`src/logic/core_pkg.sv`:
```
`default_nettype none

package core_pkg;

  localparam int XLEN    = 32;
  localparam int IADDR_W = XLEN - 2;
  localparam int REG_W   = 5;

  typedef logic [XLEN-1:0]    xlen_t;
  typedef logic [IADDR_W-1:0] iaddr_t;
  typedef logic [REG_W-1:0]   reg_idx_t;
  typedef logic [3:0]         byte_en_t;

  typedef enum logic [2:0] {
    ALU_ADD,
    ALU_SUB,
    ALU_AND,
    ALU_OR,
    ALU_XOR,
    ALU_PASS_B
  } alu_op_e;

  // same encoding as funct3[1:0] of the stores
  typedef enum logic [1:0] {
    SIZE_BYTE = 2'b00,
    SIZE_HALF = 2'b01,
    SIZE_WORD = 2'b10
  } mem_size_e;

  localparam logic [6:0] OPC_OP     = 7'b0110011;
  localparam logic [6:0] OPC_OP_IMM = 7'b0010011;
  localparam logic [6:0] OPC_LUI    = 7'b0110111;
  localparam logic [6:0] OPC_LOAD   = 7'b0000011;
  localparam logic [6:0] OPC_STORE  = 7'b0100011;

  localparam logic [2:0] F3_ADD_SUB = 3'b000;
  localparam logic [2:0] F3_XOR     = 3'b100;
  localparam logic [2:0] F3_OR      = 3'b110;
  localparam logic [2:0] F3_AND     = 3'b111;
  localparam logic [2:0] F3_LW      = 3'b010;
  localparam logic [6:0] F7_SUB     = 7'b0100000;

  // addi x0, x0, 0
  localparam logic [31:0] NOP_INSTR = {12'h000, 5'd0, F3_ADD_SUB, 5'd0, OPC_OP_IMM};

  typedef struct packed {
    logic      valid;
    alu_op_e   alu_op;
    logic      use_imm;
    xlen_t     imm;
    reg_idx_t  rs1;
    reg_idx_t  rs2;
    reg_idx_t  rd;
    xlen_t     rs1_val;
    xlen_t     rs2_val;
    logic      wr_reg;
    logic      load;
    logic      store;
    mem_size_e size;
  } id_ex_t;

  typedef struct packed {
    logic      valid;
    logic      wr_reg;
    reg_idx_t  rd;
    xlen_t     result;
    logic      load;
    logic      store;
    mem_size_e size;
    xlen_t     store_data;
  } ex_mem_t;

  typedef struct packed {
    logic     en;
    reg_idx_t idx;
    xlen_t    data;
  } wb_write_t;

endpackage

`default_nettype wire

```
`src/logic/fetch.sv`:
```
`timescale 1ns/1ps
`default_nettype none

module fetch (
  input  logic             clk,
  input  logic             rst_n,
  input  core_pkg::xlen_t  boot_addr,
  input  logic             load_stall,
  output logic             isram_cs,
  output core_pkg::iaddr_t isram_adr,
  output logic             fetch_valid
);
  import core_pkg::*;

  iaddr_t pc;
  logic   run;

  // no strobe while decode waits on a load
  assign isram_cs  = run & ~load_stall;
  assign isram_adr = pc;

  always_ff @(posedge clk) begin
    if (!rst_n) begin
      run <= 1'b0;
      pc  <= boot_addr[XLEN-1:2];
    end else begin
      run <= 1'b1;
      if (isram_cs) begin
        pc <= pc + iaddr_t'(1);
      end
    end
  end

  // sram keeps its output on a stall, so the slot stays live
  always_ff @(posedge clk) begin
    if (!rst_n) begin
      fetch_valid <= 1'b0;
    end else if (!load_stall) begin
      fetch_valid <= isram_cs;
    end
  end

endmodule

`default_nettype wire

```
`src/logic/inst_decode.sv`:
```
`timescale 1ns/1ps
`default_nettype none

module inst_decode (
  input  logic               clk,
  input  logic               rst_n,
  input  logic               fetch_valid,
  input  core_pkg::xlen_t    instr_fromsram,
  input  core_pkg::xlen_t    rs1_val,
  input  core_pkg::xlen_t    rs2_val,
  output core_pkg::reg_idx_t rs1_addr,
  output core_pkg::reg_idx_t rs2_addr,
  output logic               load_stall,
  output core_pkg::id_ex_t   id_ex
);
  import core_pkg::*;

  xlen_t      instr;
  logic [6:0] opcode;
  logic [2:0] funct3;
  logic [6:0] funct7;
  xlen_t      imm_i;
  xlen_t      imm_s;
  xlen_t      imm_u;
  logic       legal;
  logic       use_rs1;
  logic       use_rs2;
  logic       hit_rs1;
  logic       hit_rs2;
  id_ex_t     dec;

  // dead fetch slot decodes as a nop
  assign instr  = fetch_valid ? instr_fromsram : NOP_INSTR;
  assign opcode = instr[6:0];
  assign funct3 = instr[14:12];
  assign funct7 = instr[31:25];
  assign imm_i  = {{20{instr[31]}}, instr[31:20]};
  assign imm_s  = {{20{instr[31]}}, instr[31:25], instr[11:7]};
  assign imm_u  = {instr[31:12], 12'h000};

  assign rs1_addr = instr[19:15];
  assign rs2_addr = instr[24:20];

  always_comb begin
    dec         = '0;
    dec.rs1     = rs1_addr;
    dec.rs2     = rs2_addr;
    dec.rd      = instr[11:7];
    dec.rs1_val = rs1_val;
    dec.rs2_val = rs2_val;
    dec.alu_op  = ALU_ADD;
    dec.size    = SIZE_WORD;
    legal       = 1'b0;
    use_rs1     = 1'b0;
    use_rs2     = 1'b0;
    case (opcode)
      OPC_OP: begin
        use_rs1    = 1'b1;
        use_rs2    = 1'b1;
        dec.wr_reg = 1'b1;
        legal      = (funct7 == 7'b0);
        case (funct3)
          F3_ADD_SUB: begin
            if (funct7 == F7_SUB) begin
              dec.alu_op = ALU_SUB;
              legal      = 1'b1;
            end
          end
          F3_XOR:  dec.alu_op = ALU_XOR;
          F3_OR:   dec.alu_op = ALU_OR;
          F3_AND:  dec.alu_op = ALU_AND;
          default: legal = 1'b0;
        endcase
      end
      OPC_OP_IMM: begin
        use_rs1     = 1'b1;
        dec.use_imm = 1'b1;
        dec.imm     = imm_i;
        dec.wr_reg  = 1'b1;
        legal       = (funct3 == F3_ADD_SUB);
      end
      OPC_LUI: begin
        dec.alu_op  = ALU_PASS_B;
        dec.use_imm = 1'b1;
        dec.imm     = imm_u;
        dec.wr_reg  = 1'b1;
        legal       = 1'b1;
      end
      OPC_LOAD: begin
        use_rs1     = 1'b1;
        dec.use_imm = 1'b1;
        dec.imm     = imm_i;
        dec.wr_reg  = 1'b1;
        dec.load    = 1'b1;
        legal       = (funct3 == F3_LW);
      end
      OPC_STORE: begin
        use_rs1     = 1'b1;
        use_rs2     = 1'b1;
        dec.use_imm = 1'b1;
        dec.imm     = imm_s;
        dec.store   = 1'b1;
        dec.size    = mem_size_e'(funct3[1:0]);
        legal       = ~funct3[2] & (funct3[1:0] != 2'b11);
      end
      default: legal = 1'b0;
    endcase
    // unknown encodings go down the pipe as a bubble
    dec.valid = legal & fetch_valid;
    if (!dec.valid) begin
      dec.wr_reg = 1'b0;
      dec.load   = 1'b0;
      dec.store  = 1'b0;
    end
  end

  assign hit_rs1 = use_rs1 & (rs1_addr == id_ex.rd);
  assign hit_rs2 = use_rs2 & (rs2_addr == id_ex.rd);

  // load data only reaches the wb bypass one cycle too late
  assign load_stall = dec.valid & id_ex.valid & id_ex.load & (id_ex.rd != '0) &
                      (hit_rs1 | hit_rs2);

  always_ff @(posedge clk) begin
    if (!rst_n) begin
      id_ex.valid  <= 1'b0;
      id_ex.wr_reg <= 1'b0;
      id_ex.load   <= 1'b0;
      id_ex.store  <= 1'b0;
    end else begin
      id_ex <= dec;
      if (load_stall) begin
        id_ex.valid  <= 1'b0;
        id_ex.wr_reg <= 1'b0;
        id_ex.load   <= 1'b0;
        id_ex.store  <= 1'b0;
      end
    end
  end

endmodule

`default_nettype wire

```
`src/logic/regfile.sv`:
```
`timescale 1ns/1ps
`default_nettype none

module regfile (
  input  logic                clk,
  input  logic                rst_n,
  input  core_pkg::reg_idx_t  rs1_addr,
  input  core_pkg::reg_idx_t  rs2_addr,
  input  core_pkg::wb_write_t wb,
  output core_pkg::xlen_t     rs1_val,
  output core_pkg::xlen_t     rs2_val
);
  import core_pkg::*;

  xlen_t regs [1:31];

  // x0 reads zero, a same-cycle write shows through
  function automatic xlen_t read_port(input reg_idx_t idx, input wb_write_t w,
                                      input xlen_t stored);
    if (idx == '0) begin
      return '0;
    end else if (w.en && w.idx == idx) begin
      return w.data;
    end
    return stored;
  endfunction

  assign rs1_val = read_port(rs1_addr, wb, (rs1_addr == '0) ? '0 : regs[rs1_addr]);
  assign rs2_val = read_port(rs2_addr, wb, (rs2_addr == '0) ? '0 : regs[rs2_addr]);

  always_ff @(posedge clk) begin
    if (!rst_n) begin
      for (int i = 1; i < 32; i++) begin
        regs[i] <= '0;
      end
    end else if (wb.en && wb.idx != '0) begin
      regs[wb.idx] <= wb.data;
    end
  end

endmodule

`default_nettype wire

```
`src/logic/inst_execute.sv`:
```
`timescale 1ns/1ps
`default_nettype none

module inst_execute (
  input  logic                clk,
  input  logic                rst_n,
  input  core_pkg::id_ex_t    id_ex,
  input  core_pkg::wb_write_t wb,
  output core_pkg::ex_mem_t   ex_mem
);
  import core_pkg::*;

  xlen_t op_a;
  xlen_t op_b;
  xlen_t rs2_fwd;
  xlen_t alu_res;
  logic  ex_fwd_ok;

  // a load in ex_mem only has its address, not the data
  assign ex_fwd_ok = ex_mem.valid & ex_mem.wr_reg & ~ex_mem.load & (ex_mem.rd != '0);

  // youngest producer first
  function automatic xlen_t pick_operand(
    input reg_idx_t  idx,
    input xlen_t     dec_val,
    input logic      ex_ok,
    input ex_mem_t   em,
    input wb_write_t w
  );
    if (ex_ok && em.rd == idx) begin
      return em.result;
    end else if (w.en && w.idx == idx) begin
      return w.data;
    end
    return dec_val;
  endfunction

  assign op_a    = pick_operand(id_ex.rs1, id_ex.rs1_val, ex_fwd_ok, ex_mem, wb);
  assign rs2_fwd = pick_operand(id_ex.rs2, id_ex.rs2_val, ex_fwd_ok, ex_mem, wb);
  assign op_b    = id_ex.use_imm ? id_ex.imm : rs2_fwd;

  // loads and stores come through as ALU_ADD, giving rs1 + imm
  always_comb begin
    case (id_ex.alu_op)
      ALU_ADD:    alu_res = op_a + op_b;
      ALU_SUB:    alu_res = op_a - op_b;
      ALU_AND:    alu_res = op_a & op_b;
      ALU_OR:     alu_res = op_a | op_b;
      ALU_XOR:    alu_res = op_a ^ op_b;
      ALU_PASS_B: alu_res = op_b;
      default:    alu_res = '0;
    endcase
  end

  always_ff @(posedge clk) begin
    if (!rst_n) begin
      ex_mem.valid  <= 1'b0;
      ex_mem.wr_reg <= 1'b0;
      ex_mem.load   <= 1'b0;
      ex_mem.store  <= 1'b0;
    end else begin
      ex_mem.valid      <= id_ex.valid;
      ex_mem.wr_reg     <= id_ex.valid & id_ex.wr_reg;
      ex_mem.load       <= id_ex.valid & id_ex.load;
      ex_mem.store      <= id_ex.valid & id_ex.store;
      ex_mem.rd         <= id_ex.rd;
      ex_mem.result     <= alu_res;
      ex_mem.size       <= id_ex.size;
      ex_mem.store_data <= rs2_fwd;
    end
  end

endmodule

`default_nettype wire

```
`src/logic/inst_memacc.sv`:
```
`timescale 1ns/1ps
`default_nettype none

module inst_memacc (
  input  logic                clk,
  input  logic                rst_n,
  input  core_pkg::ex_mem_t   ex_mem,
  input  core_pkg::xlen_t     dsram_rdata,
  output core_pkg::xlen_t     dsram_addr,
  output logic                dsram_cs,
  output logic                dsram_we,
  output core_pkg::byte_en_t  dsram_ben,
  output core_pkg::xlen_t     dsram_wdata,
  output core_pkg::wb_write_t wb
);
  import core_pkg::*;

  logic     wb_en_q;
  reg_idx_t wb_rd_q;
  logic     wb_load_q;
  xlen_t    wb_result_q;

  assign dsram_cs   = ex_mem.valid & (ex_mem.load | ex_mem.store);
  assign dsram_we   = ex_mem.valid & ex_mem.store;
  assign dsram_addr = {ex_mem.result[XLEN-1:2], 2'b00};

  // lanes from size and low address bits, data copied to every lane
  always_comb begin
    case (ex_mem.size)
      SIZE_BYTE: begin
        dsram_ben   = byte_en_t'(4'b0001 << ex_mem.result[1:0]);
        dsram_wdata = {4{ex_mem.store_data[7:0]}};
      end
      SIZE_HALF: begin
        dsram_ben   = ex_mem.result[1] ? 4'b1100 : 4'b0011;
        dsram_wdata = {2{ex_mem.store_data[15:0]}};
      end
      default: begin
        dsram_ben   = 4'b1111;
        dsram_wdata = ex_mem.store_data;
      end
    endcase
  end

  always_ff @(posedge clk) begin
    if (!rst_n) begin
      wb_en_q <= 1'b0;
    end else begin
      wb_en_q     <= ex_mem.valid & ex_mem.wr_reg & (ex_mem.rd != '0);
      wb_rd_q     <= ex_mem.rd;
      wb_load_q   <= ex_mem.load;
      wb_result_q <= ex_mem.result;
    end
  end

  // load data arrives from the sram in this cycle
  always_comb begin
    wb.en   = wb_en_q;
    wb.idx  = wb_rd_q;
    wb.data = wb_load_q ? dsram_rdata : wb_result_q;
  end

endmodule

`default_nettype wire

```
`src/logic/core.sv`:
```
`timescale 1ns/1ps
`default_nettype none

module core (
  input  logic               clk,
  input  logic               rst_n,
  input  core_pkg::xlen_t    boot_addr,
  input  core_pkg::xlen_t    instr_fromsram,
  input  core_pkg::xlen_t    dsram_rdata,
  output logic               isram_cs,
  output core_pkg::iaddr_t   isram_adr,
  output core_pkg::xlen_t    dsram_addr,
  output logic               dsram_cs,
  output logic               dsram_we,
  output core_pkg::byte_en_t dsram_ben,
  output core_pkg::xlen_t    dsram_wdata
);
  import core_pkg::*;

  logic      fetch_valid;
  logic      load_stall;
  reg_idx_t  rs1_addr;
  reg_idx_t  rs2_addr;
  xlen_t     rs1_val;
  xlen_t     rs2_val;
  id_ex_t    id_ex;
  ex_mem_t   ex_mem;
  wb_write_t wb;

  fetch fetch_u (
    .clk         (clk),
    .rst_n       (rst_n),
    .boot_addr   (boot_addr),
    .load_stall  (load_stall),
    .isram_cs    (isram_cs),
    .isram_adr   (isram_adr),
    .fetch_valid (fetch_valid)
  );

  inst_decode inst_decode_u (
    .clk            (clk),
    .rst_n          (rst_n),
    .fetch_valid    (fetch_valid),
    .instr_fromsram (instr_fromsram),
    .rs1_val        (rs1_val),
    .rs2_val        (rs2_val),
    .rs1_addr       (rs1_addr),
    .rs2_addr       (rs2_addr),
    .load_stall     (load_stall),
    .id_ex          (id_ex)
  );

  regfile regfile_u (
    .clk      (clk),
    .rst_n    (rst_n),
    .rs1_addr (rs1_addr),
    .rs2_addr (rs2_addr),
    .wb       (wb),
    .rs1_val  (rs1_val),
    .rs2_val  (rs2_val)
  );

  inst_execute inst_execute_u (
    .clk    (clk),
    .rst_n  (rst_n),
    .id_ex  (id_ex),
    .wb     (wb),
    .ex_mem (ex_mem)
  );

  inst_memacc inst_memacc_u (
    .clk         (clk),
    .rst_n       (rst_n),
    .ex_mem      (ex_mem),
    .dsram_rdata (dsram_rdata),
    .dsram_addr  (dsram_addr),
    .dsram_cs    (dsram_cs),
    .dsram_we    (dsram_we),
    .dsram_ben   (dsram_ben),
    .dsram_wdata (dsram_wdata),
    .wb          (wb)
  );

endmodule

`default_nettype wire

```
`config.mk`:
```
export PLATFORM = sky130hd
export DESIGN_NAME = core
export DESIGN_NICKNAME = d
export VERILOG_FILES = /design/src/logic/core_pkg.sv /design/src/logic/fetch.sv /design/src/logic/inst_decode.sv /design/src/logic/regfile.sv /design/src/logic/inst_execute.sv /design/src/logic/inst_memacc.sv /design/src/logic/core.sv
export SDC_FILE = /design/constraint.sdc
export NUM_CORES = 2
export LEC_CHECK = 0
export BUFFER_PORTS_ARGS = -buffer_cell sky130_fd_sc_hd__clkbuf_2
export CORE_UTILIZATION = 62
export CTS_CLUSTER_DIAMETER = 100
export DETAILED_ROUTE_END_ITERATION = 7
export PLACE_DENSITY = 0.84
export SYNTH_ARGS = -nofsm -noshare
export SYNTH_HDL_FRONTEND = slang
export SYNTH_HIERARCHICAL = 1
export SYNTH_SLANG_ARGS = --single-unit
```
`constraint.sdc`:
```
create_clock -name clk -period 12.4 [get_ports clk]
set_clock_uncertainty 0.1 [all_clocks]
set_input_delay 0.62 -clock clk [delete_from_list [all_inputs] [get_ports clk]]
set_output_delay 0.62 -clock clk [all_outputs]
set_load 0.01 [all_outputs]
```
==> summary.txt <==
Yosys cell types: 97
register bit total from synthesis: 1291
initial antenna violation count: 10
worst hold path depth: 3
setup ws final: 4800 ps
WL final: 239000 um
ys async rst share: 0%
CTS buffer count: 135
Routed wire per std cell: 33.8 um
max_slew headroom: 4.97%
Hold Crit Endpoint: inst_decode_u/id_ex[109]$_DFFE_PP_
area grow syn2layout: 8.44%
CORE AREA: 0.117 mm2
status: finished clean
nets: 5620
Routed Antenna Nets: 0
final total power: 10.5 mW
pre-CTS setup slack: 5130 ps
Clock Path Buffers: 3
Row Count: 125
Clk Latency, worst-skew pair: 790 ps
Total GRT Usage: 39.7%
R2R Path End: inst_execute_u/ex_mem[66]$_DFFE_PP_
Final Hold Viols: 0
layout cell share with drive strength beyond 1: 21.2%
Syn Area/Cell: 13.3 um2
Post-synth EDFFs: 1280
final slew viol count: 0
CP Class: reg2reg
Power Density: 132 mW/mm2
Slowest-stage cell, CP: and4_1
Reg-to-Reg Start: inst_memacc_u/wb_rd_q[4]$_DFFE_PP_
HPWL after detailed placement: 138000 um
worst endpoint required time: 12830 ps
CTS Root Cell: clkbuf_16
Max Cap Violations: 0
Post-Place Cells: 6810
TritonCTS clock tree: yes
clock transition at the registers of the reported paths: 60 ps
Synth Instances: 5491
Worst Tran Pin Value: 1420 ps
Final Cycle Share: 61.3%
initial core utilization: 62.6%
HP Class: in2reg
CP max stage delay: 780 ps
post_cts resized: 0
Worst Reg-to-Reg Cells: 24
fillers: 7607
DRC Markers: 0
Setup TNS: 0 ps
synth warn: 6
CTS H-tree lvls: 4
crit path time final: 7600 ps
gpl congestion: 1.01
Synth Cell Area: 0.0730 mm2
min-delay src: instr_fromsram[25]
largest net degree at the start of global routing: 122
number of global-route vias before repair: 51300
setup violators final: 0
FMAX: 132 MHz
Main synth FF type: edfxtp_1
CP endpoint kind: flip-flop
die height: 345 um
Seq/Total Area, Yosys: 53.0%
global-route wire length before repair: 341000 um
Leak Pwr: 28.4 nW
CP Launch Type: flip-flop
port bufs: 194
via count: 52300
Sink Count: 1291
peak supply drop: 150 uV
IO Pins: 199
die area: 0.119 mm2
crit path DAT: 8030 ps
Finished Layout Cells: 7064
register-to-register setup slack: 4800 ps
initial drt markers: 9267
number of setup buffers added after CTS: 0
GRT overflow: 0
drt pass-1 iters: 7
critical path cell sequence: xnor2_1, and4_1, nand2_1, nand2_1, a31oi_1, mux2i_1, ha_1, o311a_1, and4_1, nand2_1, o21ai_0, xnor2_1, ha_1, and3_1, a221o_1, nand3_1, a21boi_0, and3b_1, nor3_1, a211o_1, o21ba_2, o31ai_1, nor4_1, a211o_1
CP dominant cell by count: nand2_1
Hold Buf Count CTS: 0
detailed-route vias per instance: 7.40
die width: 345 um
final design utilization: 67.9%
RSZ-0062 raised after global routing: false
Crit Path Max Fanout: 21
synthesized netlist by cell type, types with 16 or more instances:
| cell type | number | share of area [%] |
|---|---|---|
| buf_1 | 23 | 0.12 |
| mux4_2 | 460 | 14 |
| a221o_1 | 23 | 0.32 |
| o21ai_1 | 25 | 0.17 |
| a31oi_1 | 64 | 0.55 |
| a211o_1 | 16 | 0.19 |
| buf_4 | 69 | 0.71 |
| clkbuf_1 | 356 | 1.8 |
| xnor2_1 | 72 | 0.86 |
| a221oi_1 | 48 | 0.58 |
| nand4_1 | 23 | 0.20 |
| o21ai_0 | 141 | 0.97 |
| buf_2 | 80 | 0.55 |
| mux2_2 | 63 | 0.97 |
| nand2_1 | 266 | 1.4 |
| o31ai_1 | 19 | 0.20 |
| ha_1 | 98 | 1.7 |
| a21oi_1 | 135 | 0.93 |
| and3_1 | 16 | 0.14 |
| inv_1 | 87 | 0.45 |
| o22ai_1 | 37 | 0.32 |
| edfxtp_1 | 1280 | 53 |
| nand3_1 | 92 | 0.63 |
| o211ai_1 | 47 | 0.48 |
| buf_6 | 17 | 0.26 |
| o221ai_1 | 26 | 0.31 |
| o21a_1 | 38 | 0.39 |
| nor2_1 | 188 | 0.97 |
| mux2_4 | 30 | 0.62 |
| and2_1 | 1023 | 8.8 |
| a22oi_1 | 69 | 0.71 |
| xor2_1 | 28 | 0.34 |
| mux2i_1 | 258 | 3.5 |
| nor3_1 | 48 | 0.33 |
| nand3b_1 | 19 | 0.20 |
sequential cells by signal (all words and copies together) (netlist names):
name,cells
inst_decode_u/id_ex,121
fetch_u/fetch_valid,1
inst_memacc_u/wb_en_q,1
inst_memacc_u/wb_result_q,32
inst_execute_u/ex_mem,75
fetch_u/isram_adr,30
regfile_u/regs,1024
inst_memacc_u/wb_load_q,1
fetch_u/run,1
inst_memacc_u/wb_rd_q,5
layer usage:
| metal | wire length (um) | GRT usage, % | up-vias |
|---|---|---|---|
| met5 | 178 | 0.720 | - |
| met4 | 18900 | 25.1 | 10 |
| met3 | 42800 | 16.0 | 1290 |
| met2 | 102000 | 57.8 | 5091 |
| met1 | 74700 | 49.5 | 25200 |
| li1 | - | - | 20600 |
critical path: cells and delay by family, from the launching register on:
kind / cells / cell delay [ps]
compound gates: 9 / 2410
xor+xnor: 2 / 410
mux: 1 / 410
simple gates: 10 / 2700
fa+ha+maj: 2 / 650
flops: 1 / 640
cell families (layout without fill, tap and decap cells):
| logic type | Yosys count | in the layout | share of synthesized area (%) |
|---|---|---|---|
| and+or+nand+nor | 1767 | 1767 | 13.6 |
| adders and majority gates | 99 | 99 | 1.71 |
| muxes | 818 | 818 | 19.5 |
| xor gates and xnor gates | 100 | 100 | 1.20 |
| buffers and inverters | 655 | 660 | 4.13 |
| other | 2 | 46 | 0.0103 |
| AOI/OAI and AO/OA | 759 | 759 | 6.97 |
| DFF | 1291 | 1291 | 53.0 |
cell usage in the layout (no fill, tap or decap), types with 24 or more instances in the layout:
master     count
xnor2_1       72
mux4_2       460
a22oi_1       69
a21oi_1      135
clkbuf_16    139
conb_1        34
nor2_1       156
xor2_1        28
mux2i_1      258
mux2_2        63
o21ai_4       32
inv_1         87
nand2_1      266
a31oi_1       64
ha_1          98
clkbuf_2     193
a221oi_1      48
nand3_1       92
o21a_1        38
nor2_2        33
mux2_4        30
nor3_1        47
o22ai_1       37
clkinv_2      24
buf_4        114
o211ai_1      47
o21ai_1       24
clkinv_1      44
and2_1      1014
clkbuf_1      29
edfxtp_1    1280
o21ai_0      109
o221ai_1      26
worst max path at each step:
stage / start / end / slack [ps]
finish: inst_memacc_u/wb_rd_q[4]$_DFFE_PP_ / inst_execute_u/ex_mem[66]$_DFFE_PP_ / 4800
global route: inst_execute_u/ex_mem[69]$_DFFE_PP_ / inst_execute_u/ex_mem[66]$_DFFE_PP_ / 4470
CTS: inst_memacc_u/wb_rd_q[4]$_DFFE_PP_ / inst_execute_u/ex_mem[66]$_DFFE_PP_ / 5100
detailed placement: inst_memacc_u/wb_rd_q[4]$_DFFE_PP_ / inst_execute_u/ex_mem[66]$_DFFE_PP_ / 5130
global placement: inst_memacc_u/wb_rd_q[4]$_DFFE_PP_ / inst_execute_u/ex_mem[66]$_DFFE_PP_ / 5220
floorplan: inst_execute_u/ex_mem[69]$_DFFE_PP_ / inst_execute_u/ex_mem[66]$_DFFE_PP_ / 6540
power breakdown:
part | total, mW | switching [mW] | internal [mW] | leakage [nW]
registers | 5.12 | 0.140 | 4.98 | 13.7
logic | 1.32 | 0.869 | 0.450 | 12.7
clock network | 4.01 | 1.74 | 2.26 | 2.08
total | 10.5 | 2.75 | 7.70 | 28.4
area by class of cell:
cell class              instances  area (um2)  area share (%)
flip-flops and latches       1291       38700            48.8
clock buffers                 168        3590            4.53
inverters                     104         392           0.495
repair buffers                314        1960            2.47
well taps                    1524        1910            2.41
multi-input cells            3577       32000            40.4
diodes                         12        30.0          0.0379
clock inverters                74         662           0.836
metrics by stage:
stage | area [um2] | hold slack [ps]
2_1_floorplan | 73100 | 300
3_3_place_gp | 74900 | 304
3_5_place_dp | 74900 | 319
4_1_cts | 79100 | 27.3
5_1_grt | 79100 | 49.4
6_report | 79200 | 44.9
No activity file was read; power rests on OpenSTA's default activity.
